[src/logic/rv_core_pkg.sv]
// Core datapath types: register word, register index, store size and PC step
package rv_core_pkg;

    localparam int XLEN = 64;                   // RV64

    typedef logic [XLEN-1:0] word_t;            // Register or memory word
    typedef logic [4:0]      reg_idx_t;         // x0..x31
    typedef logic [1:0]      mem_size_t;        // Store width, funct3[1:0]

    // Store widths as encoded in funct3
    localparam mem_size_t SIZE_B = 2'd0;        // Byte
    localparam mem_size_t SIZE_H = 2'd1;        // Half word
    localparam mem_size_t SIZE_W = 2'd2;        // Word
    localparam mem_size_t SIZE_D = 2'd3;        // Double word

    // Sequential PC step, one 32-bit instruction
    localparam word_t INSTR_BYTES = 64'd4;

endpackage

[src/logic/reg_file.sv]
// Integer register file, 2 async reads, 1 sync write, x0 hard-wired to zero
`timescale 1ns/10ps

module reg_file (
    input  logic                  clk_1hz,
    input  logic                  reset_n,
    input  rv_core_pkg::reg_idx_t rs1,
    input  rv_core_pkg::reg_idx_t rs2,
    output rv_core_pkg::word_t    rs1_val,
    output rv_core_pkg::word_t    rs2_val,
    input  rv_core_pkg::reg_idx_t rd,
    input  logic                  rd_we,
    input  rv_core_pkg::word_t    rd_data
);
    import rv_core_pkg::*;

    word_t regs [1:31];                         // x1..x31 only

    // Write port, x0 writes dropped
    always_ff @(posedge clk_1hz or negedge reset_n) begin
        if (!reset_n) begin
            for (int i = 1; i < 32; i++) begin
                regs[i] <= '0;                  // Clear whole file
            end
        end else if (rd_we && (rd != '0)) begin
            regs[rd] <= rd_data;
        end
    end

    // Read ports, index 0 reads zero
    assign rs1_val = (rs1 == '0) ? '0 : regs[rs1];
    assign rs2_val = (rs2 == '0) ? '0 : regs[rs2];

endmodule

[config.mk]
export PLATFORM = sky130hd
export DESIGN_NAME = reg_file
export DESIGN_NICKNAME = d
export VERILOG_FILES = /design/src/logic/rv_core_pkg.sv /design/src/logic/reg_file.sv
export SDC_FILE = /design/constraint.sdc
export NUM_CORES = 2
export LEC_CHECK = 0
export BUFFER_PORTS_ARGS = -buffer_cell sky130_fd_sc_hd__buf_2
export CAP_MARGIN = 20
export CORE_UTILIZATION = 32
export CTS_BUF_LIST = sky130_fd_sc_hd__clkbuf_16
export CTS_CLUSTER_DIAMETER = 50
export DETAILED_ROUTE_END_ITERATION = 8
export PLACE_DENSITY_LB_ADDON = 0.08
export SKIP_LAST_GASP = 1
export SLEW_MARGIN = 25
export SYNTH_ARGS = -nofsm -noshare
export SYNTH_HDL_FRONTEND = slang
export SYNTH_SLANG_ARGS = --single-unit
[constraint.sdc]
create_clock -name clk_1hz -period 2.5 [get_ports clk_1hz]
set_clock_uncertainty 0.2 [all_clocks]
set_input_delay 0.25 -clock clk_1hz [delete_from_list [all_inputs] [get_ports clk_1hz]]
set_output_delay 0.25 -clock clk_1hz [all_outputs]
set_load 0.005 [all_outputs]
-- Word level (Yosys, flattened, before mapping)
Cells that the tools add are included.
W data, S select, Z words.
- register bits: 1984
- output and inout bits: 128
- bits of input ports: 82
- word-level logic and storage cells: 54
- reductions and logical operators: 5
- multiplexer cells: 11
- $lt $le $gt $ge: 4
- bitwise logic cells: 3
- operator list (cell ; number):
    $bwmux W1984 ; 1
    $bmux W64 S5 ; 2
    $mux W64 ; 7
    $demux W64 S5 ; 1
    $ge A6 B6 Y1 const B ; 3
    $not A5 Y6 ; 3
    $logic_not A5 Y1 ; 2
    $lt A6 B1 Y1 const B ; 1
    $reduce_bool A5 Y1 ; 1
    $logic_and A1 B1 Y1 ; 2

-- Longest topological paths before layout
- depth in word-level cells: 6
- mapped depth: 10
- depth with buffers taken out: 5

-- Worst setup path before layout
No wires, ideal clock.
- kind: input to output
- from: input rs2[1]
- to: output rs2_val[5]
- data required time: 2050 ps
- setup slack: 143 ps
- cell stages on the path: 8
- arrival: 1907 ps
- cell sequence: buf_2 > buf_2 > buf_2 > buf_1 > mux4_2 > mux2_2 > o211ai_1 > o21ai_0
- longest elaborated chain between the ends: 5
- elaborated cells on any way between the ends: 6
- RTL lines (element ; line ; text):
    start, declared ; reg_file.sv:8 ; input rv_core_pkg::reg_idx_t rs2,
    $not A5 Y6 (not written as such) ; reg_file.sv:32 ; assign rs2_val = (rs2 == '0) ? '0 : regs[rs2];
    $bmux W64 S5 ; reg_file.sv:32 ;
    $mux W64 (not written as such) (2 in series) ; reg_file.sv:32 ;
    $mux W64 (*) ; reg_file.sv:32 ;
    end, declared ; reg_file.sv:10 ; output rv_core_pkg::word_t rs2_val,
Mark *: on every way between the ends. The rest lies on a longest branch, timed or not. The select of a mux whose other input is x is not followed.

-- Worst setup path after layout
- from: register regs[824] in the netlist's numbering
- to: output rs2_val[56]
- longest elaborated chain between the ends: 4
- RTL lines (element ; line ; text):
    start, declared ; reg_file.sv:17 ; word_t regs [1:31];
    start signal, assigned by index ; reg_file.sv:26 ; regs[rd] <= rd_data;
    $bmux W64 S5 ; reg_file.sv:32 ;
    $mux W64 (not written as such) (2 in series) ; reg_file.sv:32 ;
    $mux W64 ; reg_file.sv:32 ;
Every way passes these cells. The select of a mux whose other input is x is not followed.

==> metrics.md <==
| Metric | Value |
|---|---|
| Required time worst endpoint | 2.05 ns |
| Power, Total | 114000 uW |
| Pin count of the biggest net entering global routing | 85 |
| VDD IR-drop max | 0.000485 V |
| Max incr delay on CP | 0.48 ns |
| Clk_lat worst skew | 0.93 ns |
| Synth top area share | 0.465 |
| Max Cap Viol | 0 |
| Int Pwr | 82400 uW |
| Highest Clock Rate | 0.309 GHz |
| Max-slew headroom | 0.342 |
| Via total after detailed routing | 73.2k |
| Lkg Pwr | 0.0594 uW |
| Crit path setup slack, layout | -0.733 ns |
| Die H | 579 um |
| PwrDens | 843 nW/um2 |
| Vias per Instance | 5.66 |
| Crit. End Element | output port |
| GPL Wtd Cong | 0.809 |
| CTS buffer count | 334 |
| HPWL after DPL | 274000 um |
| CTS tree | done |
| Fin. Hold Viols | 0 |
| I/O Pins | 210 |
| Synth cell types | 44 |
| Root Driver | clkbuf_16 |
| Largest area contributor in the netlist | dfrtp_1 |
| Num rows | 211 |
| Post-synthesis sequential area ratio | 0.465 |
| Status | complete, but fails checks |
| Syn Inst Count | 7449 |
| First-pass detailed-route iteration total | 7 |
| Width of the die | 579 um |
| Clock Power Share | 0.423 |
| Fin crit share | 1.29 |
| Reg area | 49600 um2 |
| CP Max Fanout | 3 |
| Worst min-delay path class | in2async |
| Layout cell share with drive strength beyond 1 | 0.578 |
| Comb pwr share | 0.199 |
| Biggest register | regs |
| Mapped cell area | 107000 um2 |
| Synth Warn # | 0 |
| Crit path launch type | flop |
| Wire per inst | 32.7 um |
| Worst slew pin tran | 0.980 ns |
| Minimum clock period | 3.23 ns |
| Post-synth top flop | dfrtp_1 |
| Async set-reset flop share out of synthesis | 1.00 |
| First DRT Iteration DRCs | 4751 |
| Worst path cell trace | mux4_2 > mux2_4 > o211ai_1 > o21ai_1 > buf_4 > buf_6 |
| Final antenna-violating net count | 0 |
| PortBufs | 209 |
| R2R cell count | 2 |
| Final nets | 8368 |
| Post-synth EDFFs | 0 |
| Multi-input gate area | 54900 um2 |
| FF+latch count, synth | 1984 |
| Slowest CP cell | mux4_2 |
| Layout area overhead | 27.2% |
| H-tree level count | 5 |
| Syn_nets | 7531 |
| DRC Markers | 0 |
| Net Sw Frac | 0.280 |
| Largest registers | regs: 1984 flops |
| Placeable Area | 331000 um2 |
| Die Area | 336000 um2 |
| Clk sinks | 1984 |
| Max clock buf depth | 4 |
| Failing checks | negative setup slack |
| Total GRT Usage | 0.251 |
| Final Max Tran Viols | 0 |
| Net Switching | 32000 uW |
| Seq pwr share | 0.378 |
| CP Class | reg2out |
| Avg Cell Area, Syn | 14.3 um2 |
| Starting density of the core | 0.322 |
| Antenna violations before repair | 32 |
| Setup Viol. Count Final | 128 |
| Fillers | 30.6k |
| Total grt overflow | 0 |
| Routed wire length | 423000 um |
| Place WS | -0.672 ns |
| Clock transition at path regs | 0.05 ns |
| First-pass GRT wire length | 607000 um |
| Dominant cells by area after synthesis | dfrtp_1 47%, mux2_2 23%, mux4_2 16% |
| CP Data Arrival Time | 2.78 ns |
| Vias in the first global route | 77.4k |
| RSZ-0062 raised after global routing | true |
| Max reg flops | 1984 |
-- critical path: cells and delay by family, from the launching register on --
family / cells / cell delay (ns)
AO/OA/AOI/OAI: 2 / 0.34
buffers and inverters: 2 / 0.34
flip-flops: 1 / 0.39
multiplexers: 2 / 0.78
-- kinds of logic (layout without fill, tap and decap cells) --
logic type / count (synthesis) / after routing / synth area share
flops: 1984 / 1984 / 0.465
other cells: 0 / 9 / 0
buf+inv: 803 / 1919 / 0.0337
compound gates: 651 / 651 / 0.0421
simple gates: 620 / 620 / 0.0269
mux: 3391 / 3391 / 0.432
-- layer usage --
layer	up-vias	part of all wire	GRT usage
li1	30398	-	-
met1	40180	0.47	0.363
met2	1956	0.46	0.398
met3	637	0.044	0.0312
met4	18	0.027	0.0667
met5	-	0.00025	0
-- cell usage in the layout, fill, tap and decap left out, types with 19 or more instances in the layout --
cell and count:
inv_6 40, a22oi_1 75, bufinv_16 53, a221oi_2 21, a21oi_1 99, clkinv_4 28
buf_12 345, a21oi_2 19, nor2b_2 20, nor2_1 77, buf_2 175, mux2i_1 445
a221oi_1 98, clkinvlp_4 38, clkinv_1 45, inv_1 22, nand2_1 233, nor2b_1 92
dlygate4sd3_1 72, mux2_4 33, clkinv_2 39, o21ai_1 41, mux4_2 748, dfrtp_1 1984
o211ai_1 79, clkbuf_16 338, buf_6 29, o21ai_2 24, mux2_2 2151, nor3_1 74
buf_4 673, o21ai_0 38, a31oi_1 54
-- metrics by stage --
stage	setup TNS (ns)	util	instances	instance area, um2	hold WS [ns]
floorplan	0	-	7449	107000	-0.246
global placement	-40.86	0.366	12144	121000	0.0935
detailed placement	-40.48	0.366	12144	121000	0.121
CTS	-74.03	0.408	12902	135000	0.127
global route	-75.37	0.410	12938	136000	0.151
finish	-63.22	0.410	12940	136000	0.152
-- worst paths after layout --
check,startpoint,slack (ns),endpoint
max,regs[824],-0.73,rs2_val[56]
min,reset_n,0.15,regs[332]
max reg2reg,regs[1742],0.97,regs[1742]
min reg2reg,regs[117],0.32,regs[117]
max in group asynchronous,reset_n,1.31,regs[1]
min in group clk_1hz,rd_data[18],0.30,regs[1426]
-- power by group through the flow --
stage	Clock [uW]	Sequential (uW)	Combinational, uW
2_1_floorplan	0	41800	15000
3_3_place_gp	0	43400	21300
3_5_place_dp	0	43600	21600
4_1_cts	49400	43100	22700
5_1_grt	50800	44000	24500
6_report	48400	43200	22800
-- cells in the mapped netlist, drive strengths merged, types with 2 or more instances --
| cell type | instances |
|---|---|
| o21ai | 105 |
| nand3 | 19 |
| a31oi | 68 |
| a211oi | 4 |
| o22a | 4 |
| a221oi | 120 |
| o211ai | 79 |
| o32a | 18 |
| a21oi | 121 |
| a211o | 9 |
| a21o | 9 |
| nor2b | 121 |
| nor3 | 88 |
| clkbuf | 446 |
| nor2 | 105 |
| a311oi | 8 |
| mux4 | 748 |
| or3 | 16 |
| nand2b | 8 |
| mux2 | 2185 |
| and2 | 4 |
| dfrtp | 1984 |
| o22ai | 9 |
| mux2i | 458 |
| a22oi | 75 |
| nand2 | 254 |
| buf | 356 |
| a2111oi | 4 |
| a22o | 2 |
| o221ai | 15 |
| and3 | 2 |
-- repair_timing --
action	CTS	global route
resized for setup	252	82
hold endpoints to repair	3965	0
endpoints found under the setup margin	128	128
pin swaps	99	75
setup buffers	85	30
hold buffers	73	0
-- final cells by class --
type | instances | share of cell area
well taps | 4366 | 0.0403
clock buffers | 338 | 0.0624
multi-input cells | 4662 | 0.405
inverters | 1 | 0.0000646
diodes | 9 | 0.000166
clock inverters | 277 | 0.0231
repair buffers | 1303 | 0.103
flip-flops and latches | 1984 | 0.366
No activity file was read; power rests on OpenSTA's default activity.
