==> config.mk <==
export PLATFORM = sky130hd
export DESIGN_NAME = fetch_unit
export DESIGN_NICKNAME = d
export VERILOG_FILES = /design/src/logic/rv_isa_pkg.sv /design/src/logic/rv_core_pkg.sv /design/src/logic/fetch_unit.sv
export SDC_FILE = /design/constraint.sdc
export NUM_CORES = 1
export LEC_CHECK = 0
export CAP_MARGIN = 20
export CORE_UTILIZATION = 40
export CTS_BUF_LIST = sky130_fd_sc_hd__clkbuf_2 sky130_fd_sc_hd__clkbuf_4 sky130_fd_sc_hd__clkbuf_8
export DETAILED_ROUTE_END_ITERATION = 16
export DONT_BUFFER_PORTS = 1
export PLACE_DENSITY = 0.63
export SETUP_SLACK_MARGIN = 0.4
export SLEW_MARGIN = 20
export SYNTH_ARGS = -nofsm -noshare
export SYNTH_HDL_FRONTEND = slang
export SYNTH_SLANG_ARGS = --single-unit
==> constraint.sdc <==
create_clock -name clk_1hz -period 3.7 [get_ports clk_1hz]
set_input_delay 0.185 -clock clk_1hz [delete_from_list [all_inputs] [get_ports clk_1hz]]
set_output_delay 0.185 -clock clk_1hz [all_outputs]
set_load 0.02 [all_outputs]
==> src/logic/rv_isa_pkg.sv <==
// RV64I instruction encodings: opcodes, funct3 and funct7 codes, field types
package rv_isa_pkg;

    typedef logic [31:0] instr_t;               // Raw instruction word
    typedef logic [6:0]  opcode_t;              // Major opcode, bits 6:0
    typedef logic [2:0]  funct3_t;              // Minor function, bits 14:12

    // Major opcodes handled by the core
    localparam opcode_t OP_LUI      = 7'b0110111;
    localparam opcode_t OP_AUIPC    = 7'b0010111;
    localparam opcode_t OP_JAL      = 7'b1101111;
    localparam opcode_t OP_JALR     = 7'b1100111;
    localparam opcode_t OP_BRANCH   = 7'b1100011;
    localparam opcode_t OP_STORE    = 7'b0100011;
    localparam opcode_t OP_OP_IMM   = 7'b0010011;
    localparam opcode_t OP_OP_IMM_W = 7'b0011011;
    localparam opcode_t OP_OP       = 7'b0110011;
    localparam opcode_t OP_OP_W     = 7'b0111011;
    localparam opcode_t OP_FENCE    = 7'b0001111; // FENCE and FENCE.I

    // Integer ALU functions
    localparam funct3_t F3_ADD  = 3'b000;       // Add, sub
    localparam funct3_t F3_SLL  = 3'b001;
    localparam funct3_t F3_SLT  = 3'b010;
    localparam funct3_t F3_SLTU = 3'b011;
    localparam funct3_t F3_XOR  = 3'b100;
    localparam funct3_t F3_SR   = 3'b101;       // Srl, sra
    localparam funct3_t F3_OR   = 3'b110;
    localparam funct3_t F3_AND  = 3'b111;

    // Branch conditions
    localparam funct3_t F3_BEQ  = 3'b000;
    localparam funct3_t F3_BNE  = 3'b001;
    localparam funct3_t F3_BLT  = 3'b100;
    localparam funct3_t F3_BGE  = 3'b101;
    localparam funct3_t F3_BLTU = 3'b110;
    localparam funct3_t F3_BGEU = 3'b111;

    // Sub and arithmetic right shift
    localparam logic [6:0] F7_ALT = 7'b0100000;

    // addi x0,x0,0
    localparam instr_t NOP_INSTR = 32'h0000_0013;

endpackage

==> src/logic/rv_core_pkg.sv <==
// Core datapath types: register word, register index, store size and PC step
package rv_core_pkg;

    localparam int XLEN = 64;                   // RV64

    typedef logic [XLEN-1:0] word_t;            // Register or memory word
    typedef logic [4:0]      reg_idx_t;         // x0..x31
    typedef logic [1:0]      mem_size_t;        // Store width, funct3[1:0]

    // Store widths as encoded in funct3
    localparam mem_size_t SIZE_B = 2'd0;        // Byte
    localparam mem_size_t SIZE_H = 2'd1;        // Half word
    localparam mem_size_t SIZE_W = 2'd2;        // Word
    localparam mem_size_t SIZE_D = 2'd3;        // Double word

    // Sequential PC step, one 32-bit instruction
    localparam word_t INSTR_BYTES = 64'd4;

endpackage

==> src/logic/fetch_unit.sv <==
// Fetch stage: PC, instruction register and one-slot bubble on redirect
`timescale 1ns/10ps

module fetch_unit #(
    parameter rv_core_pkg::word_t RESET_PC = '0
) (
    input  logic                clk_1hz,
    input  logic                reset_n,
    output rv_core_pkg::word_t  imem_addr,
    input  rv_isa_pkg::instr_t  imem_data,
    input  logic                redirect,
    input  rv_core_pkg::word_t  redirect_pc,
    output rv_isa_pkg::instr_t  instr,
    output rv_core_pkg::word_t  instr_pc,
    output logic                instr_valid
);
    import rv_core_pkg::*;
    import rv_isa_pkg::*;

    word_t pc;                                  // Address being fetched

    assign imem_addr = pc;                      // Memory answers in same cycle

    // PC and instruction register
    always_ff @(posedge clk_1hz or negedge reset_n) begin
        if (!reset_n) begin
            pc          <= RESET_PC;
            instr       <= NOP_INSTR;
            instr_valid <= 1'b0;
        end else begin
            instr <= imem_data;                 // Latch returned word
            if (redirect) begin
                pc          <= redirect_pc;     // Jump or taken branch
                instr_valid <= 1'b0;            // Word fetched alongside is dead
            end else begin
                pc          <= pc + INSTR_BYTES;
                instr_valid <= 1'b1;
            end
        end
    end

    // PC of the word now in instr
    always_ff @(posedge clk_1hz) begin
        instr_pc <= pc;
    end

endmodule

# Word level (Yosys, flattened, before mapping)
# Cells that the tools add are included.
# Widths: inputs -> output; s select.
op_classes:
  n_addsub: 1
  n_mul: 0
  div_mod_pow: 0
  n_lt_le_gt_ge: 0
  eq_ne: 0
  n_shift: 0
  n_mux: 2
  n_bitwise: 0
  n_reduce_logical: 0
op_table:
  columns: ["operator", "count"]
  rows:
  - ["$add 64x3->64 const B", 1]
  - ["$mux 64", 1]
  - ["$mux 1", 1]
totals:
  ff_bits: 161
  latch_bits: 0
  mem_bits_rw: 0
  mem_bits_ro: 0
  inputBits: 99
  out_inout_bits: 161
  wordCells: 7
  memories: 0

# Depth between registers and ports, before layout
logic_depth:
  word_depth: 2
  mapped_depth: 7
  depth_no_buf: 6

# Worst setup path after synthesis
# No wires, ideal clock.
synth_timing:
  path_kind: "flip-flop to flip-flop"
  from: "register pc[5] (netlist: imem_addr[5])"
  to: "register pc[57] (netlist: imem_addr[57])"
  setup_time_ns: 0.082
  t_arrival_ns: 2.560
  required_ns: 3.618
  path_slack_ns: 1.058
  path_stages_with_launch: 8
  path_buffers: 2
  period_less_slack_ns: 2.642
  cell_sequence: "dfrtp_1 > nand4_1 > or4_1 > buf_2 > or4_1 > buf_2 > or4_1 > a31oi_1"
synth_via:
  elab_chain_cells: 2
synth_rtl:
  columns: ["item", "line", "rtl"]
  rows:
  - ["start: declaration", "fetch_unit.sv:20", "word_t pc;"]
  - ["start signal: assignment", "fetch_unit.sv:33", "pc <= redirect_pc;"]
  - ["start signal: assignment", "fetch_unit.sv:36", "pc <= pc + INSTR_BYTES;"]
  - ["$add 64x3->64", "fetch_unit.sv:36", null]
  - ["$mux 64", "fetch_unit.sv:32", "if (redirect) begin"]
# Every way passes these cells.

# Worst setup path after layout
# Same ends and word-level chain as after synthesis.

==> flow_summary.json <==
{
  "synth_fp_nets": 628,
  "ioPinCount": 260,
  "ys_ff_latch": 161,
  "grt_pass1_vias": 4469,
  "wl_um": 15400,
  "worstSkewPairLatency_ns": 0.45,
  "fmax_ghz": 0.331,
  "grt_usage_pct": 21.2,
  "start_util_pct": 41.3,
  "vias_per_cell": 5.37,
  "cap_violations": 0,
  "p_sw_share_pct": 28.5,
  "hold_slack_ns": 0.141,
  "grt_max_degree": 98,
  "finClkSkew_ns": 0.0169,
  "drc": 0,
  "maxSlewViolCount": 0,
  "synth_async_sr_flop_share_pct": 60.2,
  "worst_pin_slew_ns": 0.893,
  "seq_area_frac_synth_pct": 64.2,
  "yosys.area.top_type_share_pct": 40.7,
  "gp_congestion": 0.765,
  "drt_first_pass_iters": 4,
  "critical_path.endpoint_type": "flip-flop",
  "netSwitchingPower_mw": 1.10,
  "maxSlewHeadroom_pct": 40.1,
  "crit_slowest_cell": "or4_1",
  "cp_max_fo": 8,
  "p_int_mw": 2.77,
  "cts_resized": 0,
  "startpoint_type": "flip-flop",
  "die_area_sq_um": 14900,
  "synthFlopType": "dfrtp_1",
  "ir_worst_vdd_mv": 0.278,
  "critical_path_class": "flip-flop to flip-flop",
  "arrival_ns": 3.38,
  "drive_gt1_share_pct": 7.52,
  "cts_buffers": 17,
  "tritoncts": "built",
  "syn_area_sq_um": 5780,
  "critPathMostFrequentCell": "or4_1",
  "seqPwrFrac_pct": 58.4,
  "die_w_um": 122,
  "grt_pass1_wl_um": 24000,
  "nets": 726,
  "final_common_cell": "dlygate4sd3_1",
  "drt_iter0_markers": 219,
  "synth.area.top_cells": "dfrtp_1 (41%), dfxtp_1 (22%), xnor2_1 (5.5%)",
  "period_needed_ns": 3.02,
  "yosys.area.top_type": "dfrtp_1",
  "fin_crit_sh_pct": 81.7,
  "avgSynthCellArea_sq_um": 11.0,
  "slowest_delay_ns": 0.74,
  "area_delta_synth_final_pct": 27.5,
  "vias": 4391,
  "cts_buffer_depth": 2,
  "cp.required_ns": 4.06,
  "wl_per_cell_um": 18.8,
  "path_cells": "nand4_1 -> or4_1 -> or4_1 -> or4_1 -> a31oi_1",
  "yosysWarnings": 0,
  "ant_nets": 0,
  "comb_power_share_pct": 7.1,
  "core-area_sq_um": 14000,
  "syn_inst": 528,
  "antenna_cells": 0,
  "dp_hpwl_um": 9930,
  "rows": 43,
  "hp-class": "primary input to flip-flop",
  "synth-edff-count": 0,
  "clock-root-buffer": "clkbuf_8",
  "cts_sinks": 161,
  "port_buffers": 0,
  "final_cell_mix": "dlygate4sd3_1 (97), dfrtp_1 (94), nand2_1 (67)",
  "status": "completed",
  "clk_pin_slew_ns": 0.09,
  "setup_tns_ns": 0,
  "ys_types": 37,
  "antenna_found_initial": 0,
  "setup_viol": 0,
  "power_density_nw_per_um2": 526,
  "dieHeight_um": 122,
  "leakage_nw": 2.85,
  "htreeDepth": 4,
  "rsz0062_at_grt": "no",
  "finalHoldViolCount": 0,
  "power_frac_clock_pct": 34.5,
  "gr-total-overflow": 0
}
==> critical path: cells and delay by family (launching register included) <==
kind | cells | cell delay, ns
AOI/OAI and AO/OA | 1 | 0.18
and+or+nand+nor | 4 | 2.16
DFF | 1 | 0.60
==> timing repair <==
| item | CTS | global route |
|---|---|---|
| hold buffers | 99 | 0 |
| hold endpoints to repair | 193 | 0 |
| buffers inserted | 0 | 0 |
==> layer usage <==
metal,vias to the layer above,GRT usage [%],wire (um)
met5,-,0,0
met2,201,34.8,7630
li1,2056,-,-
met1,2109,25.2,6260
met3,25,6.51,1150
met4,0,10.4,343
==> power by group through the flow <==
stage                     sequential [mW]  clock, mW  combinational, mW
after floorplan                      2.24          0              0.137
after global placement               2.30          0              0.143
after detailed placement             2.30          0              0.148
after CTS                            2.27       1.37              0.276
after global routing                 2.29       1.45              0.308
final                                2.26       1.34              0.274
==> cell type report <==
type / instances / area [sq um]
well taps: 180 / 225
flip-flops and latches: 161 / 3710
inverters: 11 / 41.3
fillers: 1232 / 6620
multi-input cells: 333 / 1930
clock buffers: 21 / 283
repair buffers: 102 / 1050
clock inverters: 10 / 134
==> cell usage after synthesis (all sizes together), types with 2 or more instances <==
cell type  count
nor4b          2
xor2           7
or4           12
nor4          17
mux2           3
dfrtp         94
or2            2
nor2          22
nand3         23
buf            3
nand2         67
nand4         16
inv           10
or3           14
o31ai          5
and4           5
nor3          13
a31oi         16
xnor2         36
o21ai         55
dfxtp         64
and3          11
clkbuf        19
dfstp          3
==> state kept, by name, summed over array words and instances (netlist names) <==
name	count
imem_addr	64
instr	32
instr_pc	64
instr_valid	1
==> kinds of logic after synthesis <==
family          synth area share [%]
compound gates                  7.55
fa+ha+maj                      0.216
flops                           64.2
simple gates                    18.5
mux                            0.584
buf+inv                         2.49
xor+xnor                        6.51
==> path summary, 6_finish.rpt <==
path	slack, ns	startpoint	cells after the start	to
worst min-delay path	0.14	redirect	3	imem_addr[17]$_DFF_PN0_
worst max register to register	0.68	imem_addr[5]$_DFF_PN0_	5	imem_addr[57]$_DFF_PN0_
worst min register to register	0.55	imem_addr[0]$_DFFE_PN0P_	0	instr_pc[0]$_DFF_P_
max in group asynchronous	2.97	reset_n	2	instr[2]$_DFF_PN0_
worst max-delay path	0.68	imem_addr[5]$_DFF_PN0_	5	imem_addr[57]$_DFF_PN0_
min in group asynchronous	0.35	reset_n	2	imem_addr[46]$_DFF_PN0_
==> per-stage QoR <==
step                worst slack, ns  area [sq um]  std cells  total power, mW  utilization (%)
CTS                           0.608          7370        818             3.91             52.7
floorplan                      1.06          5780        528             2.38                -
global placement              0.721          5930        688             2.44             42.4
global route                  0.531          7370        818             4.04             52.7
detailed placement            0.635          5930        688             2.45             42.4
finish                        0.676          7370        818             3.88             52.7
Note: power is estimated with default switching activity, not from simulation.
