### src/logic/rv_isa_pkg.sv
// RV64I instruction encodings: opcodes, funct3 and funct7 codes, field types
package rv_isa_pkg;

    typedef logic [31:0] instr_t;               // Raw instruction word
    typedef logic [6:0]  opcode_t;              // Major opcode, bits 6:0
    typedef logic [2:0]  funct3_t;              // Minor function, bits 14:12

    // Major opcodes handled by the core
    localparam opcode_t OP_LUI      = 7'b0110111;
    localparam opcode_t OP_AUIPC    = 7'b0010111;
    localparam opcode_t OP_JAL      = 7'b1101111;
    localparam opcode_t OP_JALR     = 7'b1100111;
    localparam opcode_t OP_BRANCH   = 7'b1100011;
    localparam opcode_t OP_STORE    = 7'b0100011;
    localparam opcode_t OP_OP_IMM   = 7'b0010011;
    localparam opcode_t OP_OP_IMM_W = 7'b0011011;
    localparam opcode_t OP_OP       = 7'b0110011;
    localparam opcode_t OP_OP_W     = 7'b0111011;
    localparam opcode_t OP_FENCE    = 7'b0001111; // FENCE and FENCE.I

    // Integer ALU functions
    localparam funct3_t F3_ADD  = 3'b000;       // Add, sub
    localparam funct3_t F3_SLL  = 3'b001;
    localparam funct3_t F3_SLT  = 3'b010;
    localparam funct3_t F3_SLTU = 3'b011;
    localparam funct3_t F3_XOR  = 3'b100;
    localparam funct3_t F3_SR   = 3'b101;       // Srl, sra
    localparam funct3_t F3_OR   = 3'b110;
    localparam funct3_t F3_AND  = 3'b111;

    // Branch conditions
    localparam funct3_t F3_BEQ  = 3'b000;
    localparam funct3_t F3_BNE  = 3'b001;
    localparam funct3_t F3_BLT  = 3'b100;
    localparam funct3_t F3_BGE  = 3'b101;
    localparam funct3_t F3_BLTU = 3'b110;
    localparam funct3_t F3_BGEU = 3'b111;

    // Sub and arithmetic right shift
    localparam logic [6:0] F7_ALT = 7'b0100000;

    // addi x0,x0,0
    localparam instr_t NOP_INSTR = 32'h0000_0013;

endpackage

### src/logic/rv_core_pkg.sv
// Core datapath types: register word, register index, store size and PC step
package rv_core_pkg;

    localparam int XLEN = 64;                   // RV64

    typedef logic [XLEN-1:0] word_t;            // Register or memory word
    typedef logic [4:0]      reg_idx_t;         // x0..x31
    typedef logic [1:0]      mem_size_t;        // Store width, funct3[1:0]

    // Store widths as encoded in funct3
    localparam mem_size_t SIZE_B = 2'd0;        // Byte
    localparam mem_size_t SIZE_H = 2'd1;        // Half word
    localparam mem_size_t SIZE_W = 2'd2;        // Word
    localparam mem_size_t SIZE_D = 2'd3;        // Double word

    // Sequential PC step, one 32-bit instruction
    localparam word_t INSTR_BYTES = 64'd4;

endpackage

### src/logic/commit_unit.sv
// Commit: gates results with valid, drives writeback, redirect and store port
`timescale 1ns/10ps

module commit_unit (
    input  logic                   clk_1hz,
    input  logic                   reset_n,
    input  rv_isa_pkg::instr_t     instr,
    input  logic                   instr_valid,
    input  rv_core_pkg::word_t     alu_result,
    input  logic                   writes_rd,
    input  logic                   flow_taken,
    input  rv_core_pkg::word_t     flow_target,
    input  rv_core_pkg::word_t     rs1_val,
    input  rv_core_pkg::word_t     rs2_val,
    output logic                   rd_we,
    output rv_core_pkg::word_t     rd_data,
    output logic                   redirect,
    output rv_core_pkg::word_t     redirect_pc,
    output logic                   mem_we,
    output rv_core_pkg::word_t     mem_addr,
    output rv_core_pkg::word_t     mem_data,
    output rv_core_pkg::mem_size_t mem_size
);
    import rv_core_pkg::*;
    import rv_isa_pkg::*;

    logic      is_store;
    logic      store_fire;
    word_t     imm_s;
    word_t     store_addr;
    word_t     store_data;                      // rs2 masked to width
    mem_size_t store_size;

    assign is_store   = (instr[6:0] == OP_STORE);
    assign imm_s      = {{52{instr[31]}}, instr[31:25], instr[11:7]};
    assign store_addr = rs1_val + imm_s;
    assign store_size = instr[13:12];

    // Bubbles have no effect
    assign rd_we      = instr_valid && writes_rd;
    assign redirect   = instr_valid && flow_taken;
    assign store_fire = instr_valid && is_store;

    assign rd_data     = alu_result;
    assign redirect_pc = flow_target;           // Taken by fetch at end of cycle

    always_comb begin
        case (store_size)
            SIZE_B:  store_data = {56'b0, rs2_val[7:0]};
            SIZE_H:  store_data = {48'b0, rs2_val[15:0]};
            SIZE_W:  store_data = {32'b0, rs2_val[31:0]};
            default: store_data = rs2_val;      // SIZE_D
        endcase
    end

    // Store port, one-cycle write pulse
    always_ff @(posedge clk_1hz or negedge reset_n) begin
        if (!reset_n) begin
            mem_we   <= 1'b0;
            mem_addr <= '0;
            mem_data <= '0;
            mem_size <= SIZE_B;
        end else begin
            mem_we <= store_fire;
            if (store_fire) begin
                mem_addr <= store_addr;         // Held until next store
                mem_data <= store_data;
                mem_size <= store_size;
            end
        end
    end

endmodule

### config.mk
export PLATFORM = sky130hd
export DESIGN_NAME = commit_unit
export DESIGN_NICKNAME = d
export VERILOG_FILES = /design/src/logic/rv_isa_pkg.sv /design/src/logic/rv_core_pkg.sv /design/src/logic/commit_unit.sv
export SDC_FILE = /design/constraint.sdc
export NUM_CORES = 1
export LEC_CHECK = 0
export BUFFER_PORTS_ARGS = -buffer_cell sky130_fd_sc_hd__buf_2
export CAP_MARGIN = 40
export CELL_PAD_IN_SITES_DETAIL_PLACEMENT = 1
export CELL_PAD_IN_SITES_GLOBAL_PLACEMENT = 1
export CORE_AREA = 2 2 213 215
export CTS_BUF_LIST = sky130_fd_sc_hd__clkbuf_8 sky130_fd_sc_hd__clkbuf_16
export DETAILED_ROUTE_END_ITERATION = 6
export DIE_AREA = 0 0 215 217
export GPL_TIMING_DRIVEN = 0
export PLACE_DENSITY_LB_ADDON = 0.1
export SYNTH_ARGS = -nofsm -noshare
export SYNTH_HDL_FRONTEND = slang
export SYNTH_SLANG_ARGS = --single-unit
### constraint.sdc
create_clock -name clk_1hz -period 0.9 [get_ports clk_1hz]
set_input_delay 0.135 -clock clk_1hz [delete_from_list [all_inputs] [get_ports clk_1hz]]
set_output_delay 0.135 -clock clk_1hz [all_outputs]
set_load 0.05 [all_outputs]
; Yosys cells after proc, flatten, opt, wreduce, memory -nomap -nowiden
; Cells that the tools add are included.
[totals]
regBits = 131
out_inout_bits = 261
wordCells = 13
[op_classes]
add_sub_neg = 1
eq_ne = 3
muxes = 1
n_reduce_logical = 4
[ops]
columns = cell, n
row1 = $pmux 64 s3, 1
row2 = $add 64x64->64, 1
row3 = $eq 7x6->1 const B, 1
row4 = $logic_and 1x1->1, 3
row5 = $eq 2x1->1 const B, 1
row6 = $eq 2x2->1 const B, 1
row7 = $logic_not 2->1, 1

; Longest topological paths before layout
[logic_depth]
ltp_word = 2
ltp_mapped = 12

; Least setup slack after synthesis
; OpenSTA, ideal clock, no wires.
[synth_path]
path_type = input port to flip-flop
from = input instr[7]
to = register mem_addr[52]
setup_ns = 0.125
arrival_ns = 2.590
required_ns = 0.775
slack_ns = -1.815
path_stages = 12
cell_sequence = ha_1 fa_1 a21oi_1 nor2_1 o2111ai_1 nand2_1 a41oi_2 a2111oi_2 a41o_2 a31oi_4 xnor2_1 mux2_2
[synth_via]
elab_chain_len = 1
[synth_lines]
columns = item, line
row1 = "start, declared", commit_unit.sv:7  ; input rv_isa_pkg::instr_t instr,
row2 = $add 64x64->64, commit_unit.sv:36  ; assign store_addr = rs1_val + imm_s;
row3 = "end signal, assigned", commit_unit.sv:66  ; mem_addr <= store_addr;
row4 = "end, declared", commit_unit.sv:20  ; output rv_core_pkg::word_t mem_addr,
; No other way between the ends.
; A chain may end at the register's enable or synchronous reset.

; Worst setup path in the final report
[layout_path]
from = input instr[31]
to = register mem_addr[60]
; Same word-level chain as after synthesis.

==> run_results.csv <==
group,metric,value,unit
run_status,status,"finished with violations",
run_status,violations,"negative hold slack, negative setup slack",
worst_setup_path,cp_slowest_stage_delay,0.43,ns
floorplanning,die_area,0.0467,mm^2
clock_network,htree_num_levels,4,
detailed_routing,drc,0,
job,cap_violations,0,
yosys,yosys_register_bits,131,
detailed_routing,first_iter_violations,452,
timing,hold_viol_final,58,
pwr,p_seq_share,26.3,%
timing,hold_slack,-0.364,ns
pwr,combinationalPowerShare,42.7,%
hold_path,hold_class,"primary input to async pin",
timing,slew_viol_final,0,
yosys,ys_seq_area_share,34.2,%
detailed_routing,ant_nets,0,
detailed_routing,vias,10600,
global_routing,grt_pass1_wl,66.0,mm
detailed_routing,post_drt_via_cell_ratio,4.44,
timing,rsz0062_at_grt,"yes",
detailed_routing,totalWireLength,43.9,mm
global_routing,grt_pass1_vias,11200,
global_routing,track_usage,18.2,%
layout,nNetsFinal,2121,
layout,fillers,5230,
timing,setup_slack,-1.64,ns
timing,setup_violations,262,
yosys,synthFlopType,"dfrtp_1",
timing,finalCriticalPeriod,2.54,ns
yosys,synth_top_cell_area_share,34.2,%
pwr,p_leak,8.42,nW
clock_network,cts_sinks,131,
worst_setup_path,crit_chain,"buf_16 > buf_12 > ha_4 > a21oi_4 > o21bai_4 > a211oi_2 > and3_4 > a32o_2 > a2111oi_4 > a41o_2 > a31oi_4 > or4_4 > nand4_1",
worst_setup_path,end_kind,"flop",
timing,fin_skew,0,ns
clock_network,cts_hold_buf,66,
pwr,switching_share,39.0,%
clock_network,clk_latency,0.44,ns
yosys,synth_cell_types,69,
clock_network,cts_root_buf,"clkbuf_16",
clock_network,clk_pin_slew,0.06,ns
timing,tightest_slew,0.666,ns
pwr,power.density,1510,mW/mm^2
placed_design,dp_cells,2187,
placed_design,gp_congestion,0.783,
layout,drive_gt1_share,51.0,%
yosys,synthesis.nets,1528,
timing,finalCritPeriodShare,282,%
timing,max_slew_margin,55.6,%
placed_design,post-place-ws,-2.81,ns
pwr,clkPwrFrac,31.0,%
yosys,synth_cells,1171,
layout,stdcell_count,2378,
worst_setup_path,startpoint_type,"primary input",
floorplanning,core,0.0447,mm^2
pwr,switchingPower,9.85,mW
placed_design,hpwl,32.8,mm
floorplanning,die_y,217,um
pwr,p_int,15.4,mW
global_routing,grt_overflow,0,
worst_setup_path,rrSetupSlack,0.09,ns
floorplanning,start_util,21.4,%
clock_network,cts_tree,"yes",
worst_setup_path,crit_slowest_cell,"or4_4",
layout,area_growth,74.4,%
yosys,synth_edf_count,0,
worst_setup_path,arrival,2.92,ns
floorplanning,rows,78,
placed_design,io_buffers,413,
detailed_routing,drtPass1Iterations,4,
pwr,vdd_drop_max,928,uV
yosys,synthArstFlopShare,100,%
clock_network,cts_max_path_buffers,2,
yosys,syn-cell-area,0.00959,mm^2
global_routing,antenna_found_initial,2,
floorplanning,ios,554,
worst_setup_path,crit_type,"primary input to flop",
yosys,syn_area_per_cell,8.19,um^2
yosys,yosysTopAreaCell,"dfrtp_1",
global_routing,grt_max_degree,74,
yosys,yosys_warnings,0,
clock_network,cts_buffers,17,
worst_setup_path,crit_path_max_fanout,6,
detailed_routing,drt-wirelength-per-cell,18.4,um
worst_setup_path,required,1.28,ns
timing,fmax,394,MHz
yosys,synth.area.top_cells,"dfrtp_1, buf_4, nand2_1",
floorplanning,die_x,215,um
## flip-flops by register name (all words and copies together), names as in the netlist
register  cells
mem_addr     64
mem_data     64
mem_size      2
mem_we        1
## per-stage QoR
step	utilization [%]	hold slack (ns)	TNS, ns	instance area (um^2)	total power [mW]
global placement	28.4	0.332	-609.16	12700	15.0
CTS	35.7	-0.325	-128.77	16000	24.9
floorplan	-	-0.161	-99.98	9870	12.7
detailed placement	28.5	0.170	-247.26	12800	15.1
global route	37.4	-0.297	-141.41	16700	26.5
finish	37.4	-0.364	-125.83	16700	25.3
## area by class of cell
class	count	area [um^2]	share of cell area, %
multi-input combinational	828	6370	38.1
buffer	178	1380	8.23
clock buffer	19	453	2.71
antenna	2	5.00	0.0299
inverter	19	71.3	0.427
sequential	131	3280	19.6
clock inverter	12	180	1.08
timing repair buffer	589	4230	25.3
tap	600	751	4.49
## power by group through the flow
| stage | Combinational, mW | Clock (mW) | Sequential [mW] |
|---|---|---|---|
| after floorplan | 4.40 | 0 | 8.26 |
| after global placement | 8.33 | 0 | 6.69 |
| after detailed placement | 8.37 | 0 | 6.70 |
| after CTS | 10.1 | 8.11 | 6.63 |
| after global routing | 11.5 | 8.32 | 6.70 |
| final | 10.8 | 7.84 | 6.64 |
## synth_stat cells, types with 3 or more instances
cell type  instances
nand2_1          255
buf_4            132
dfrtp_1          131
o21ai_0           83
nand3_1           65
ha_1              63
a21oi_1           61
clkbuf_1          44
a21o_1            40
nor2_1            40
xnor2_1           33
xor2_1            24
nand4_1           19
inv_1             17
buf_2             13
nor3_1            13
o21bai_1          13
o21a_1            10
a211oi_1           9
a31oi_1            8
and2_1             6
nand2b_1           6
a41oi_1            5
o211ai_1           5
o21ai_1            5
and4_1             4
nor2b_1            4
nor4b_1            4
o31ai_1            4
buf_1              3
or3_1              3
## path summary, 6_finish.rpt
| check | startpoint | end | cells past startpoint |
|---|---|---|---|
| max | instr[31] | mem_addr[60]$_DFFE_PN0P_ | 13 |
| min | reset_n | mem_data[22]$_DFFE_PN0P_ | 1 |
| max reg2reg | mem_addr[62]$_DFFE_PN0P_ | mem_addr[62]$_DFFE_PN0P_ | 2 |
| min reg2reg | mem_data[20]$_DFFE_PN0P_ | mem_data[20]$_DFFE_PN0P_ | 2 |
| max in group asynchronous | reset_n | mem_addr[56]$_DFFE_PN0P_ | 2 |
| min in group clk_1hz | instr[13] | mem_data[17]$_DFFE_PN0P_ | 3 |
## layout by cell type, fill, tap and decap left out, types with 19 or more instances in the layout
cell and n:
ha_4 34, o21ai_0 29, a21o_1 40, buf_6 86
dlygate4sd3_1 66, buf_2 354, ha_1 24, a21oi_2 21
o21ai_1 43, buf_4 206, nand4_1 19, dfrtp_1 131
a21oi_1 33, nand3_1 64, nor2_1 33, nand2_1 247
## repair_timing
action	in CTS	in global routing
setup buffers	65	42
pin swaps	67	60
resized for setup	303	158
cloned	5	0
endpoints found under the hold margin	124	58
setup endpoints to repair	262	262
## cells by family after synthesis
family,after synthesis,synth area share [%]
AND/OR/NAND/NOR,432,20.0
AO/OA/AOI/OAI,273,18.3
buffers and inverters,212,13.7
flip-flops,131,34.2
adder cells (fa/ha/maj),64,8.43
XOR/XNOR,57,5.21
multiplexers,2,0.222
## layer usage
metal / wire [um] / global-route usage, % / vias to the layer above
li1: - / - / 5108
met1: 19900 / 23.7 / 5087
met2: 20900 / 30.4 / 339
met3: 2300 / 4.11 / 33
met4: 722 / 5.03 / 2
met5: 13 / 0 / -
## critical path, delay by kind of cell
family,cells,cell delay [ns]
fa+ha+maj,1,0.30
compound gates,7,1.50
buf+inv,2,0.27
simple gates,3,0.70
Note: power is estimated with default switching activity, not from simulation.
