$ cat src/logic/rv_isa_pkg.sv
// RV64I instruction encodings: opcodes, funct3 and funct7 codes, field types
package rv_isa_pkg;

    typedef logic [31:0] instr_t;               // Raw instruction word
    typedef logic [6:0]  opcode_t;              // Major opcode, bits 6:0
    typedef logic [2:0]  funct3_t;              // Minor function, bits 14:12

    // Major opcodes handled by the core
    localparam opcode_t OP_LUI      = 7'b0110111;
    localparam opcode_t OP_AUIPC    = 7'b0010111;
    localparam opcode_t OP_JAL      = 7'b1101111;
    localparam opcode_t OP_JALR     = 7'b1100111;
    localparam opcode_t OP_BRANCH   = 7'b1100011;
    localparam opcode_t OP_STORE    = 7'b0100011;
    localparam opcode_t OP_OP_IMM   = 7'b0010011;
    localparam opcode_t OP_OP_IMM_W = 7'b0011011;
    localparam opcode_t OP_OP       = 7'b0110011;
    localparam opcode_t OP_OP_W     = 7'b0111011;
    localparam opcode_t OP_FENCE    = 7'b0001111; // FENCE and FENCE.I

    // Integer ALU functions
    localparam funct3_t F3_ADD  = 3'b000;       // Add, sub
    localparam funct3_t F3_SLL  = 3'b001;
    localparam funct3_t F3_SLT  = 3'b010;
    localparam funct3_t F3_SLTU = 3'b011;
    localparam funct3_t F3_XOR  = 3'b100;
    localparam funct3_t F3_SR   = 3'b101;       // Srl, sra
    localparam funct3_t F3_OR   = 3'b110;
    localparam funct3_t F3_AND  = 3'b111;

    // Branch conditions
    localparam funct3_t F3_BEQ  = 3'b000;
    localparam funct3_t F3_BNE  = 3'b001;
    localparam funct3_t F3_BLT  = 3'b100;
    localparam funct3_t F3_BGE  = 3'b101;
    localparam funct3_t F3_BLTU = 3'b110;
    localparam funct3_t F3_BGEU = 3'b111;

    // Sub and arithmetic right shift
    localparam logic [6:0] F7_ALT = 7'b0100000;

    // addi x0,x0,0
    localparam instr_t NOP_INSTR = 32'h0000_0013;

endpackage

$ cat src/logic/rv_core_pkg.sv
// Core datapath types: register word, register index, store size and PC step
package rv_core_pkg;

    localparam int XLEN = 64;                   // RV64

    typedef logic [XLEN-1:0] word_t;            // Register or memory word
    typedef logic [4:0]      reg_idx_t;         // x0..x31
    typedef logic [1:0]      mem_size_t;        // Store width, funct3[1:0]

    // Store widths as encoded in funct3
    localparam mem_size_t SIZE_B = 2'd0;        // Byte
    localparam mem_size_t SIZE_H = 2'd1;        // Half word
    localparam mem_size_t SIZE_W = 2'd2;        // Word
    localparam mem_size_t SIZE_D = 2'd3;        // Double word

    // Sequential PC step, one 32-bit instruction
    localparam word_t INSTR_BYTES = 64'd4;

endpackage

$ cat src/logic/flow_unit.sv
// Control flow: branch compare, jump detect and target address
`timescale 1ns/10ps

module flow_unit (
    input  rv_isa_pkg::instr_t instr,
    input  rv_core_pkg::word_t instr_pc,
    input  rv_core_pkg::word_t rs1_val,
    input  rv_core_pkg::word_t rs2_val,
    output logic               flow_taken,
    output rv_core_pkg::word_t flow_target
);
    import rv_core_pkg::*;
    import rv_isa_pkg::*;

    opcode_t opcode;
    funct3_t f3;
    word_t   imm_b;
    word_t   imm_j;
    word_t   imm_i;
    logic    cond;                              // Branch condition holds

    assign opcode = instr[6:0];
    assign f3     = instr[14:12];
    assign imm_b  = {{51{instr[31]}}, instr[31], instr[7], instr[30:25], instr[11:8], 1'b0};
    assign imm_j  = {{43{instr[31]}}, instr[31], instr[19:12], instr[20], instr[30:21], 1'b0};
    assign imm_i  = {{52{instr[31]}}, instr[31:20]};

    always_comb begin
        case (f3)
            F3_BEQ:  cond = (rs1_val == rs2_val);
            F3_BNE:  cond = (rs1_val != rs2_val);
            F3_BLT:  cond = ($signed(rs1_val) <  $signed(rs2_val));
            F3_BGE:  cond = ($signed(rs1_val) >= $signed(rs2_val));
            F3_BLTU: cond = (rs1_val <  rs2_val);
            F3_BGEU: cond = (rs1_val >= rs2_val);
            default: cond = 1'b0;               // Reserved encodings
        endcase
    end

    // Jumps always taken, branches on cond
    assign flow_taken = (opcode == OP_JAL) || (opcode == OP_JALR) ||
                        ((opcode == OP_BRANCH) && cond);

    always_comb begin
        case (opcode)
            OP_JAL:  flow_target = instr_pc + imm_j;
            OP_JALR: flow_target = (rs1_val + imm_i) & ~word_t'(1); // Bit 0 cleared
            default: flow_target = instr_pc + imm_b;
        endcase
    end

endmodule

$ cat config.mk
export PLATFORM = sky130hd
export DESIGN_NAME = flow_unit
export DESIGN_NICKNAME = d
export VERILOG_FILES = /design/src/logic/rv_isa_pkg.sv /design/src/logic/rv_core_pkg.sv /design/src/logic/flow_unit.sv
export SDC_FILE = /design/constraint.sdc
export NUM_CORES = 1
export LEC_CHECK = 0
export ABC_AREA = 1
export BUFFER_PORTS_ARGS = -buffer_cell sky130_fd_sc_hd__buf_2
export CAP_MARGIN = 25
export CORE_ASPECT_RATIO = 1.2
export CORE_UTILIZATION = 37
export DETAILED_ROUTE_END_ITERATION = 10
export SETUP_SLACK_MARGIN = 0.05
export SYNTH_ARGS = -nofsm -noshare
export SYNTH_HDL_FRONTEND = slang
export SYNTH_SLANG_ARGS = --single-unit
$ cat constraint.sdc
create_clock -name vclk -period 3.8
set_clock_uncertainty 0.2 [all_clocks]
set_input_delay 0.57 -clock vclk [all_inputs]
set_output_delay 0.57 -clock vclk [all_outputs]
set_load 0.02 [all_outputs]
* After elaboration in Yosys (flattened, before gate mapping)
Cells that the tools add are included.
** Storage, ports and cells
- Register bits :: 0
- Word-level logic and storage cells :: 23
** Operators by class
- $add $sub $neg :: 3
- Order comparisons :: 4
- Eq/ne operators :: 10
- Muxes and demuxes :: 2
- Reduce and logical (&&, ||, !) cells :: 4
** Operators by type and width (number)
- adder 64 bit :: 3
- >= comparator 64 bit :: 2
- less-than comparator 64 bit :: 2
- one-hot mux 64 bit (2 select lines) :: 1
- == test 64 bit :: 1
- != test 64 bit :: 1
- == test 7 bit (second input constant) :: 3
- == test 3 bit (second input constant) :: 4
- one-hot mux 1 bit (6 select lines) :: 1
- == test 3 x 1 -> 1 bit (second input constant) :: 1
- logical NOT 3 bit :: 1
- logical OR 1 bit :: 2
- logical AND 1 bit :: 1

* Logic depth before layout (Yosys ltp)
Gate-level depths: netlist (run 1).
- Depth in word-level cells :: 4
- Gate-level depth with buffers :: 23
- Depth with buffers taken out :: 22

* Least setup slack after synthesis (run 1)
No wires, ideal clock.
- Path type :: input -> output
- Start point :: in instr[6]
- End point :: out flow_target[61]
- Arrival time :: 3372 ps
- Data required time :: 3030 ps
- Setup slack :: -342 ps
- Stages :: 23
- Path buffers :: 1
- Path through :: nand2_1 > nor2_1 > inv_1 > nor4_2 > inv_1 > clkbuf_1 > nand2_1 > o21ai_0 > ha_1 > fa_1 > nand3_1 > nand2_1 > nand2_1 > nand2_1 > a21oi_1 > inv_1 > nand2_1 > nand2_1 > nand3_1 > nand2_1 > nand2_1 > nand3_1 > o21ai_1
** RTL lines
- from (decl) :: RTL line flow_unit.sv:5 : input rv_isa_pkg::instr_t instr,
- to (decl) :: RTL line flow_unit.sv:10 : output rv_core_pkg::word_t flow_target

* Worst setup path after layout (run 1)
- Start point :: in instr[6]
- End point :: out flow_target[49]
** On the way
- Cells in the longest elaborated chain, start to end :: 2
- Elaborated cells between the ends (all ways) :: 3
- Those cells by class :: 2 x eq/ne; 1 x mux
** Ends and longest elaborated chain
- == test 7 bit :: RTL line flow_unit.sv:45 : case (opcode)
- one-hot mux 64 bit (2 select lines) * :: RTL line flow_unit.sv:45
Mark *: on every way between the ends. The rest lies on a longest branch, timed or not.

==> impl_metrics.xml, run 1 <==
<?xml version="1.0" encoding="UTF-8"?>
<metrics>
  <group name="yosys">
    <metric name="post_synth_inst_count" unit="">2194</metric>
    <metric name="synth_xor_area_frac" unit="">0.0233</metric>
    <metric name="synth_top_cell_by_area" unit="">sky130_fd_sc_hd__ha_1</metric>
    <metric name="avgSynthCellArea" unit="sq um">5.32</metric>
    <metric name="synth_warnings" unit="">0</metric>
    <metric name="netlist-cell-type-count" unit="">47</metric>
    <metric name="synth_fp_nets" unit="">2608</metric>
    <metric name="synth_area_in_compound_gates" unit="">0.282</metric>
    <metric name="synth.most_common_cell" unit="">sky130_fd_sc_hd__nand2_1</metric>
    <metric name="synth.cell_area" unit="sq um">11700</metric>
    <metric name="combinational_family_with_the_most_area_after_synthesis" unit="">simple AND/OR/NAND/NOR gates</metric>
    <metric name="synth-seq-area-share" unit="">0</metric>
    <metric name="fraction_of_the_mapped_netlist_area_in_simple_logic_gates" unit="">0.363</metric>
    <metric name="synth_top_area_frac" unit="">0.202</metric>
    <metric name="post_synth_mux_area_share" unit="">0</metric>
    <metric name="synth_top_cells_by_area" unit="">sky130_fd_sc_hd__ha_1, sky130_fd_sc_hd__nand2_1, sky130_fd_sc_hd__inv_1, sky130_fd_sc_hd__a21oi_1, sky130_fd_sc_hd__nor2_1</metric>
    <metric name="synth_adder_area_share" unit="">0.205</metric>
    <metric name="synth.top_cells.by_count" unit="">sky130_fd_sc_hd__nand2_1, sky130_fd_sc_hd__inv_1, sky130_fd_sc_hd__nor2_1, sky130_fd_sc_hd__a21oi_1, sky130_fd_sc_hd__o21ai_0</metric>
  </group>
  <group name="worst_setup_path">
    <metric name="cp.arrival" unit="ns">3.35</metric>
    <metric name="cp.required" unit="ns">3.03</metric>
    <metric name="worstPathMaxFanout" unit="">8</metric>
    <metric name="timing_worst_setup_path_type" unit="">input port to output pin</metric>
    <metric name="cp-end-kind" unit="">output pin</metric>
    <metric name="setup.worst_path.start_class" unit="">input port</metric>
  </group>
  <group name="worst_hold_path">
    <metric name="min-delay-path-class" unit="">input port to output pin</metric>
  </group>
  <group name="global_route">
    <metric name="global_route.usage.met2" unit="">0.630</metric>
    <metric name="grt_pass1_vias" unit="">17239</metric>
    <metric name="grt_max_degree" unit="">58</metric>
    <metric name="globalRouteMet1Util" unit="">0.426</metric>
    <metric name="antenna_found_initial" unit="">0</metric>
    <metric name="grt_overflow" unit="">0</metric>
    <metric name="globalRoute.busiestLayer" unit="">met2</metric>
    <metric name="grt_first_pass_wirelength" unit="mm">87.9</metric>
    <metric name="groute.layer.met3.usage" unit="">0.0128</metric>
    <metric name="aggregate_global_route_resource_usage" unit="">0.350</metric>
  </group>
  <group name="sta">
    <metric name="post-route-min-period" unit="ns">4.12</metric>
    <metric name="slew-limit-headroom" unit="">0.448</metric>
    <metric name="max_freq" unit="MHz">243</metric>
    <metric name="min_period_over_period" unit="">1.09</metric>
    <metric name="finalMaxSlewViolations" unit="">0</metric>
    <metric name="final_hold_viol_count" unit="">0</metric>
    <metric name="grt_setup_unrepaired" unit="">yes</metric>
    <metric name="final_worst_slack" unit="ns">-0.323</metric>
    <metric name="setup_violations" unit="">49</metric>
    <metric name="worstMarginPinSlew" unit="ns">0.828</metric>
  </group>
  <group name="routing">
    <metric name="antenna_left" unit="">0</metric>
    <metric name="drtPass1Iterations" unit="">6</metric>
    <metric name="post_drt_via_cell_ratio" unit="">5.29</metric>
    <metric name="drt_iter0_drc" unit="">1022</metric>
    <metric name="routed-via-count" unit="">17549</metric>
    <metric name="drt_wl_total" unit="mm">58.8</metric>
    <metric name="drc" unit="">0</metric>
    <metric name="wl_per_cell" unit="microns">17.7</metric>
  </group>
  <group name="power_and_ir_drop">
    <metric name="p_per_area" unit="nW/um^2">180</metric>
    <metric name="ir_worst_vdd" unit="mV">0.125</metric>
    <metric name="cellInternalPower" unit="uW">1540</metric>
    <metric name="switching_share" unit="">0.556</metric>
    <metric name="p_clk_frac" unit="">0</metric>
    <metric name="switching_power_total" unit="uW">1940</metric>
    <metric name="leakagePower" unit="uW">0.00956</metric>
    <metric name="sequential_group_share_of_total_power" unit="">0</metric>
    <metric name="logic_gate_share_of_total_power" unit="">1.000</metric>
  </group>
  <group name="floorplanning">
    <metric name="dieArea" unit="sq um">32200</metric>
    <metric name="dieHeight" unit="microns">196</metric>
    <metric name="core_area" unit="sq um">30700</metric>
    <metric name="initial_util" unit="">0.379</metric>
    <metric name="chipWidth" unit="microns">164</metric>
    <metric name="placement_rows" unit="">70</metric>
    <metric name="num_io_pins" unit="">289</metric>
  </group>
  <group name="clock_network">
    <metric name="hold_buffers" unit="">0</metric>
  </group>
  <group name="cells_and_area">
    <metric name="layout-drive-gt1-share" unit="">0.392</metric>
    <metric name="seq_cells" unit="">0</metric>
    <metric name="n_antenna_cell" unit="">0</metric>
    <metric name="final_instance_area" unit="sq um">19300</metric>
    <metric name="num-clock-buffers" unit="">0</metric>
    <metric name="area_growth_syn_to_layout" unit="%">65.6</metric>
    <metric name="filler_cell_count" unit="">3014</metric>
    <metric name="design.final.nets" unit="">3337</metric>
    <metric name="final-seq-area" unit="sq um">0</metric>
  </group>
  <group name="run_status">
    <metric name="run_status" unit="">finished with violations</metric>
    <metric name="failed_checks" unit="">negative setup slack</metric>
  </group>
  <group name="run">
    <metric name="max_cap_violations" unit="">0</metric>
  </group>
  <group name="placed_design">
    <metric name="dp_worst_setup_slack" unit="ns">-0.731</metric>
    <metric name="detailed_place_hpwl" unit="mm">50.0</metric>
    <metric name="io_buffers" unit="">289</metric>
    <metric name="placement.cell_area" unit="sq um">16900</metric>
    <metric name="routability_cong" unit="">0.994</metric>
  </group>
</metrics>
==> critical path: stages <==
cell,delay [ns]
sky130_fd_sc_hd__buf_8,0.08
sky130_fd_sc_hd__nand2_8,0.05
sky130_fd_sc_hd__nor2_4,0.08
sky130_fd_sc_hd__inv_2,0.05
sky130_fd_sc_hd__nor4_4,0.13
sky130_fd_sc_hd__buf_6,0.18
sky130_fd_sc_hd__or2_4,0.17
sky130_fd_sc_hd__o21ai_1,0.07
sky130_fd_sc_hd__inv_1,0.09
sky130_fd_sc_hd__ha_4,0.23
sky130_fd_sc_hd__a21o_1,0.21
sky130_fd_sc_hd__a31oi_4,0.17
sky130_fd_sc_hd__nand2_1,0.11
sky130_fd_sc_hd__nand2_1,0.10
sky130_fd_sc_hd__nand2_1,0.09
sky130_fd_sc_hd__a21oi_2,0.20
sky130_fd_sc_hd__nand2_4,0.12
sky130_fd_sc_hd__a21oi_4,0.14
sky130_fd_sc_hd__inv_1,0.05
sky130_fd_sc_hd__nand2_1,0.06
sky130_fd_sc_hd__nand3_2,0.12
sky130_fd_sc_hd__nand2_2,0.15
sky130_fd_sc_hd__buf_6,0.12
==> area by class of cell <==
class,count,area [sq um],share of cell area
inverter,375,1420,0.0734
multi-input combinational,1804,12000,0.623
tap,396,495,0.0257
timing repair buffer,741,5370,0.278
timing repair inverter,1,3.75,0.000194
==> timing repair <==
item / CTS / global route
cloned: 2 / 0
resized for setup: 403 / 164
endpoints found under the setup margin: 59 / 58
pin swaps: 137 / 84
setup buffers: 30 / 14
==> final timing paths <==
check	startpoint	endpoint	depth (start not counted)	slack [ns]
setup / recovery	instr[6]	flow_target[49]	23	-0.32
hold / removal	instr_pc[0]	flow_target[0]	4	1.28
==> power groups by stage <==
stage,Sequential [uW],Combinational [uW],Clock (uW)
floorplan,0,1520,0
global placement,0,2830,0
detailed placement,0,2850,0
CTS,0,3260,0
global route,0,3730,0
finish,0,3480,0
==> stage by stage <==
step	cells	utilization	hold WS, ns	setup TNS [ns]	total power, uW
after floorplan	2194	-	1.06	-0.505	1520
after global placement	3277	0.551	1.26	-26.57	2830
after detailed placement	3277	0.551	1.26	-29.54	2850
after CTS	3304	0.605	1.26	-7.40	3260
after global routing	3317	0.628	1.29	-14.26	3730
final	3317	0.628	1.28	-8.62	3480
==> layer usage <==
layer	vias to the layer above	wire length [microns]
met5	-	0
li1	8763	-
met3	160	2570
met4	0	3180
met1	8037	24500
met2	589	28500
==> cells in the final DEF (no fill, tap or decap), drive strengths merged, types with 24 or more instances in the layout <==
| cell type | instances |
|---|---|
| a21o | 24 |
| a21oi | 259 |
| buf | 741 |
| ha | 188 |
| inv | 375 |
| nand2 | 485 |
| nand3 | 107 |
| nand4 | 30 |
| nor2 | 310 |
| nor3 | 34 |
| o21ai | 222 |
| xor2 | 24 |
==> logic make-up after synthesis <==
kind of cell,Yosys count
AO/OA/AOI/OAI,585
XOR/XNOR,31
adder cells (fa/ha/maj),190
buffers and inverters,390
AND/OR/NAND/NOR,998
Note: power is estimated with default switching activity, not from simulation.
==> inputs of run 2 (changes only) <==
--- a/config.mk
+++ b/config.mk
@@ -9,8 +9,9 @@
 export BUFFER_PORTS_ARGS = -buffer_cell sky130_fd_sc_hd__buf_2
 export CAP_MARGIN = 25
 export CORE_ASPECT_RATIO = 1.2
-export CORE_UTILIZATION = 37
+export CORE_UTILIZATION = 33
 export DETAILED_ROUTE_END_ITERATION = 10
+export PLACE_DENSITY_LB_ADDON = 0.25
 export SETUP_SLACK_MARGIN = 0.05
 export SYNTH_ARGS = -nofsm -noshare
 export SYNTH_HDL_FRONTEND = slang
==> impl_metrics.xml, run 2 (synthesis results as in run 1) <==
<?xml version="1.0" encoding="UTF-8"?>
<metrics>
  <group name="run_status">
    <metric name="run_status" unit="">finished with violations</metric>
    <metric name="failed_checks" unit="">negative setup slack</metric>
  </group>
  <group name="routing">
    <metric name="drt_iter0_drc" unit="">820</metric>
    <metric name="wl_per_cell" unit="microns">17.6</metric>
    <metric name="antenna_left" unit="">0</metric>
    <metric name="post_drt_via_cell_ratio" unit="">5.09</metric>
    <metric name="drt_wl_total" unit="mm">59.9</metric>
    <metric name="drc" unit="">0</metric>
    <metric name="drtPass1Iterations" unit="">5</metric>
    <metric name="routed-via-count" unit="">17363</metric>
  </group>
  <group name="floorplanning">
    <metric name="chipWidth" unit="microns">174</metric>
    <metric name="initial_util" unit="">0.334</metric>
    <metric name="dieHeight" unit="microns">208</metric>
    <metric name="num_io_pins" unit="">289</metric>
    <metric name="dieArea" unit="sq um">36100</metric>
    <metric name="core_area" unit="sq um">34900</metric>
    <metric name="placement_rows" unit="">75</metric>
  </group>
  <group name="cells_and_area">
    <metric name="final_common_cell" unit="">sky130_fd_sc_hd__buf_4</metric>
    <metric name="utilization" unit="">0.554</metric>
    <metric name="area_growth_syn_to_layout" unit="%">65.8</metric>
    <metric name="layout.cells.non_filler" unit="">3411</metric>
    <metric name="n_antenna_cell" unit="">0</metric>
    <metric name="layout-drive-gt1-share" unit="">0.379</metric>
    <metric name="design.final.nets" unit="">3365</metric>
    <metric name="num-clock-buffers" unit="">0</metric>
    <metric name="final-seq-area" unit="sq um">0</metric>
    <metric name="filler_cell_count" unit="">3681</metric>
    <metric name="seq_cells" unit="">0</metric>
    <metric name="layout.cells.most_common_list" unit="">sky130_fd_sc_hd__buf_4, sky130_fd_sc_hd__nand2_1, sky130_fd_sc_hd__inv_1</metric>
  </group>
  <group name="global_route">
    <metric name="grt_first_pass_wirelength" unit="mm">90.5</metric>
    <metric name="grt_overflow" unit="">0</metric>
    <metric name="grt_max_degree" unit="">76</metric>
    <metric name="grt_pass1_vias" unit="">17491</metric>
    <metric name="aggregate_global_route_resource_usage" unit="">0.317</metric>
    <metric name="antenna_found_initial" unit="">0</metric>
  </group>
  <group name="worst_hold_path">
    <metric name="min-delay-path-class" unit="">input port to output pin</metric>
  </group>
  <group name="worst_setup_path">
    <metric name="timing_worst_setup_path_type" unit="">input port to output pin</metric>
    <metric name="setup.worst_path.start_class" unit="">input port</metric>
    <metric name="cp-end-kind" unit="">output pin</metric>
    <metric name="timing.critical_path.slowest_stage_cell" unit="">sky130_fd_sc_hd__fa_2</metric>
    <metric name="worstPathMaxFanout" unit="">6</metric>
    <metric name="crit_path_largest_cell_delay" unit="ns">0.37</metric>
    <metric name="cp.arrival" unit="ns">3.51</metric>
    <metric name="cp.required" unit="ns">3.03</metric>
    <metric name="critical-path-top-cell-by-count" unit="">sky130_fd_sc_hd__buf_6</metric>
    <metric name="crit_chain" unit="">buf_8 -&gt; nand2_8 -&gt; nor2_4 -&gt; inv_2 -&gt; nor4_4 -&gt; inv_2 -&gt; buf_6 -&gt; buf_6 -&gt; nand2_2 -&gt; o21ai_2 -&gt; ha_2 -&gt; fa_2 -&gt; buf_4 -&gt; buf_6 -&gt; nand4_1 -&gt; nand3_4 -&gt; nand4_1 -&gt; o211ai_1 -&gt; buf_4 -&gt; o21ai_4 -&gt; nand2_2 -&gt; buf_6</metric>
  </group>
  <group name="placed_design">
    <metric name="detailed_place_hpwl" unit="mm">51.8</metric>
    <metric name="io_buffers" unit="">289</metric>
    <metric name="routability_cong" unit="">0.935</metric>
    <metric name="dp.cells" unit="">3369</metric>
  </group>
  <group name="sta">
    <metric name="post-route-min-period" unit="ns">4.28</metric>
    <metric name="final_worst_slack" unit="ns">-0.475</metric>
    <metric name="worst_hold_slack" unit="ns">1.27</metric>
    <metric name="finalMaxSlewViolations" unit="">0</metric>
    <metric name="slew-limit-headroom" unit="">0.633</metric>
    <metric name="grt_setup_unrepaired" unit="">yes</metric>
    <metric name="max_freq" unit="MHz">234</metric>
    <metric name="worstMarginPinSlew" unit="ns">0.545</metric>
    <metric name="final_hold_viol_count" unit="">0</metric>
    <metric name="min_period_over_period" unit="">1.13</metric>
    <metric name="setup-tns-final" unit="ns">-16.67</metric>
    <metric name="setup_violations" unit="">57</metric>
  </group>
  <group name="run">
    <metric name="max_cap_violations" unit="">0</metric>
  </group>
  <group name="power_and_ir_drop">
    <metric name="ir_worst_vdd" unit="mV">0.0862</metric>
    <metric name="leakagePower" unit="uW">0.00969</metric>
    <metric name="p_per_area" unit="nW/um^2">180</metric>
  </group>
  <group name="clock_network">
    <metric name="hold_buffers" unit="">0</metric>
  </group>
</metrics>
[run 2: changes by cell type in the layout (fill, tap and decap cells not counted), moves of 9 or more]
cell,change
sky130_fd_sc_hd__buf_4,+24
sky130_fd_sc_hd__ha_1,+22
sky130_fd_sc_hd__a21oi_1,+17
sky130_fd_sc_hd__a21oi_2,-14
sky130_fd_sc_hd__ha_4,-14
sky130_fd_sc_hd__nand3_2,-9
[run 2: repair_timing]
item | in CTS | in global routing
setup buffers | 29 | 21
gates cloned | 1 | 0
pin swaps | 104 | 86
setup endpoints to repair | 60 | 60
resized for setup | 334 | 168
[run 2: per-stage QoR]
stage	area (sq um)	power, uW	setup WS [ns]
2_1_floorplan	11900	1520	-0.132
3_3_place_gp	17200	2900	-0.768
3_5_place_dp	17200	2920	-0.795
4_1_cts	18600	3270	-0.342
5_1_grt	19300	3750	-0.597
6_report	19300	3490	-0.475
[run 2: cell type report]
| cell class | count | area, sq um | share of cell area |
|---|---|---|---|
| Inverter | 375 | 1410 | 0.0728 |
| Tap cell | 462 | 578 | 0.0299 |
| Multi-Input combinational cell | 1804 | 11700 | 0.607 |
| Timing Repair Buffer | 770 | 5620 | 0.291 |
[run 2: critical path: cells and delay by family]
family	cells	cell delay [ns]
simple gates	8	0.90
buf+inv	9	1.08
fa+ha+maj	2	0.55
compound gates	3	0.39
[run 2: worst paths after layout]
path | startpoint | endpoint | cells after the start
min | instr_pc[0] | flow_target[0] | 4
max | instr[6] | flow_target[51] | 22
[run 2: metal layers]
layer  share of wire  track usage  routed length (microns)  vias up
met5               0            0                        0        -
met4           0.036        0.101                     2150        0
met3           0.034       0.0132                     2030       86
met2            0.50        0.594                    30100      444
met1            0.43        0.386                    25600     8017
li1                -            -                        -     8816
[run 2: power by group]
group          internal (uW)  switching, uW
clock                      0              0
sequential                 0              0
combinational           1550           1940
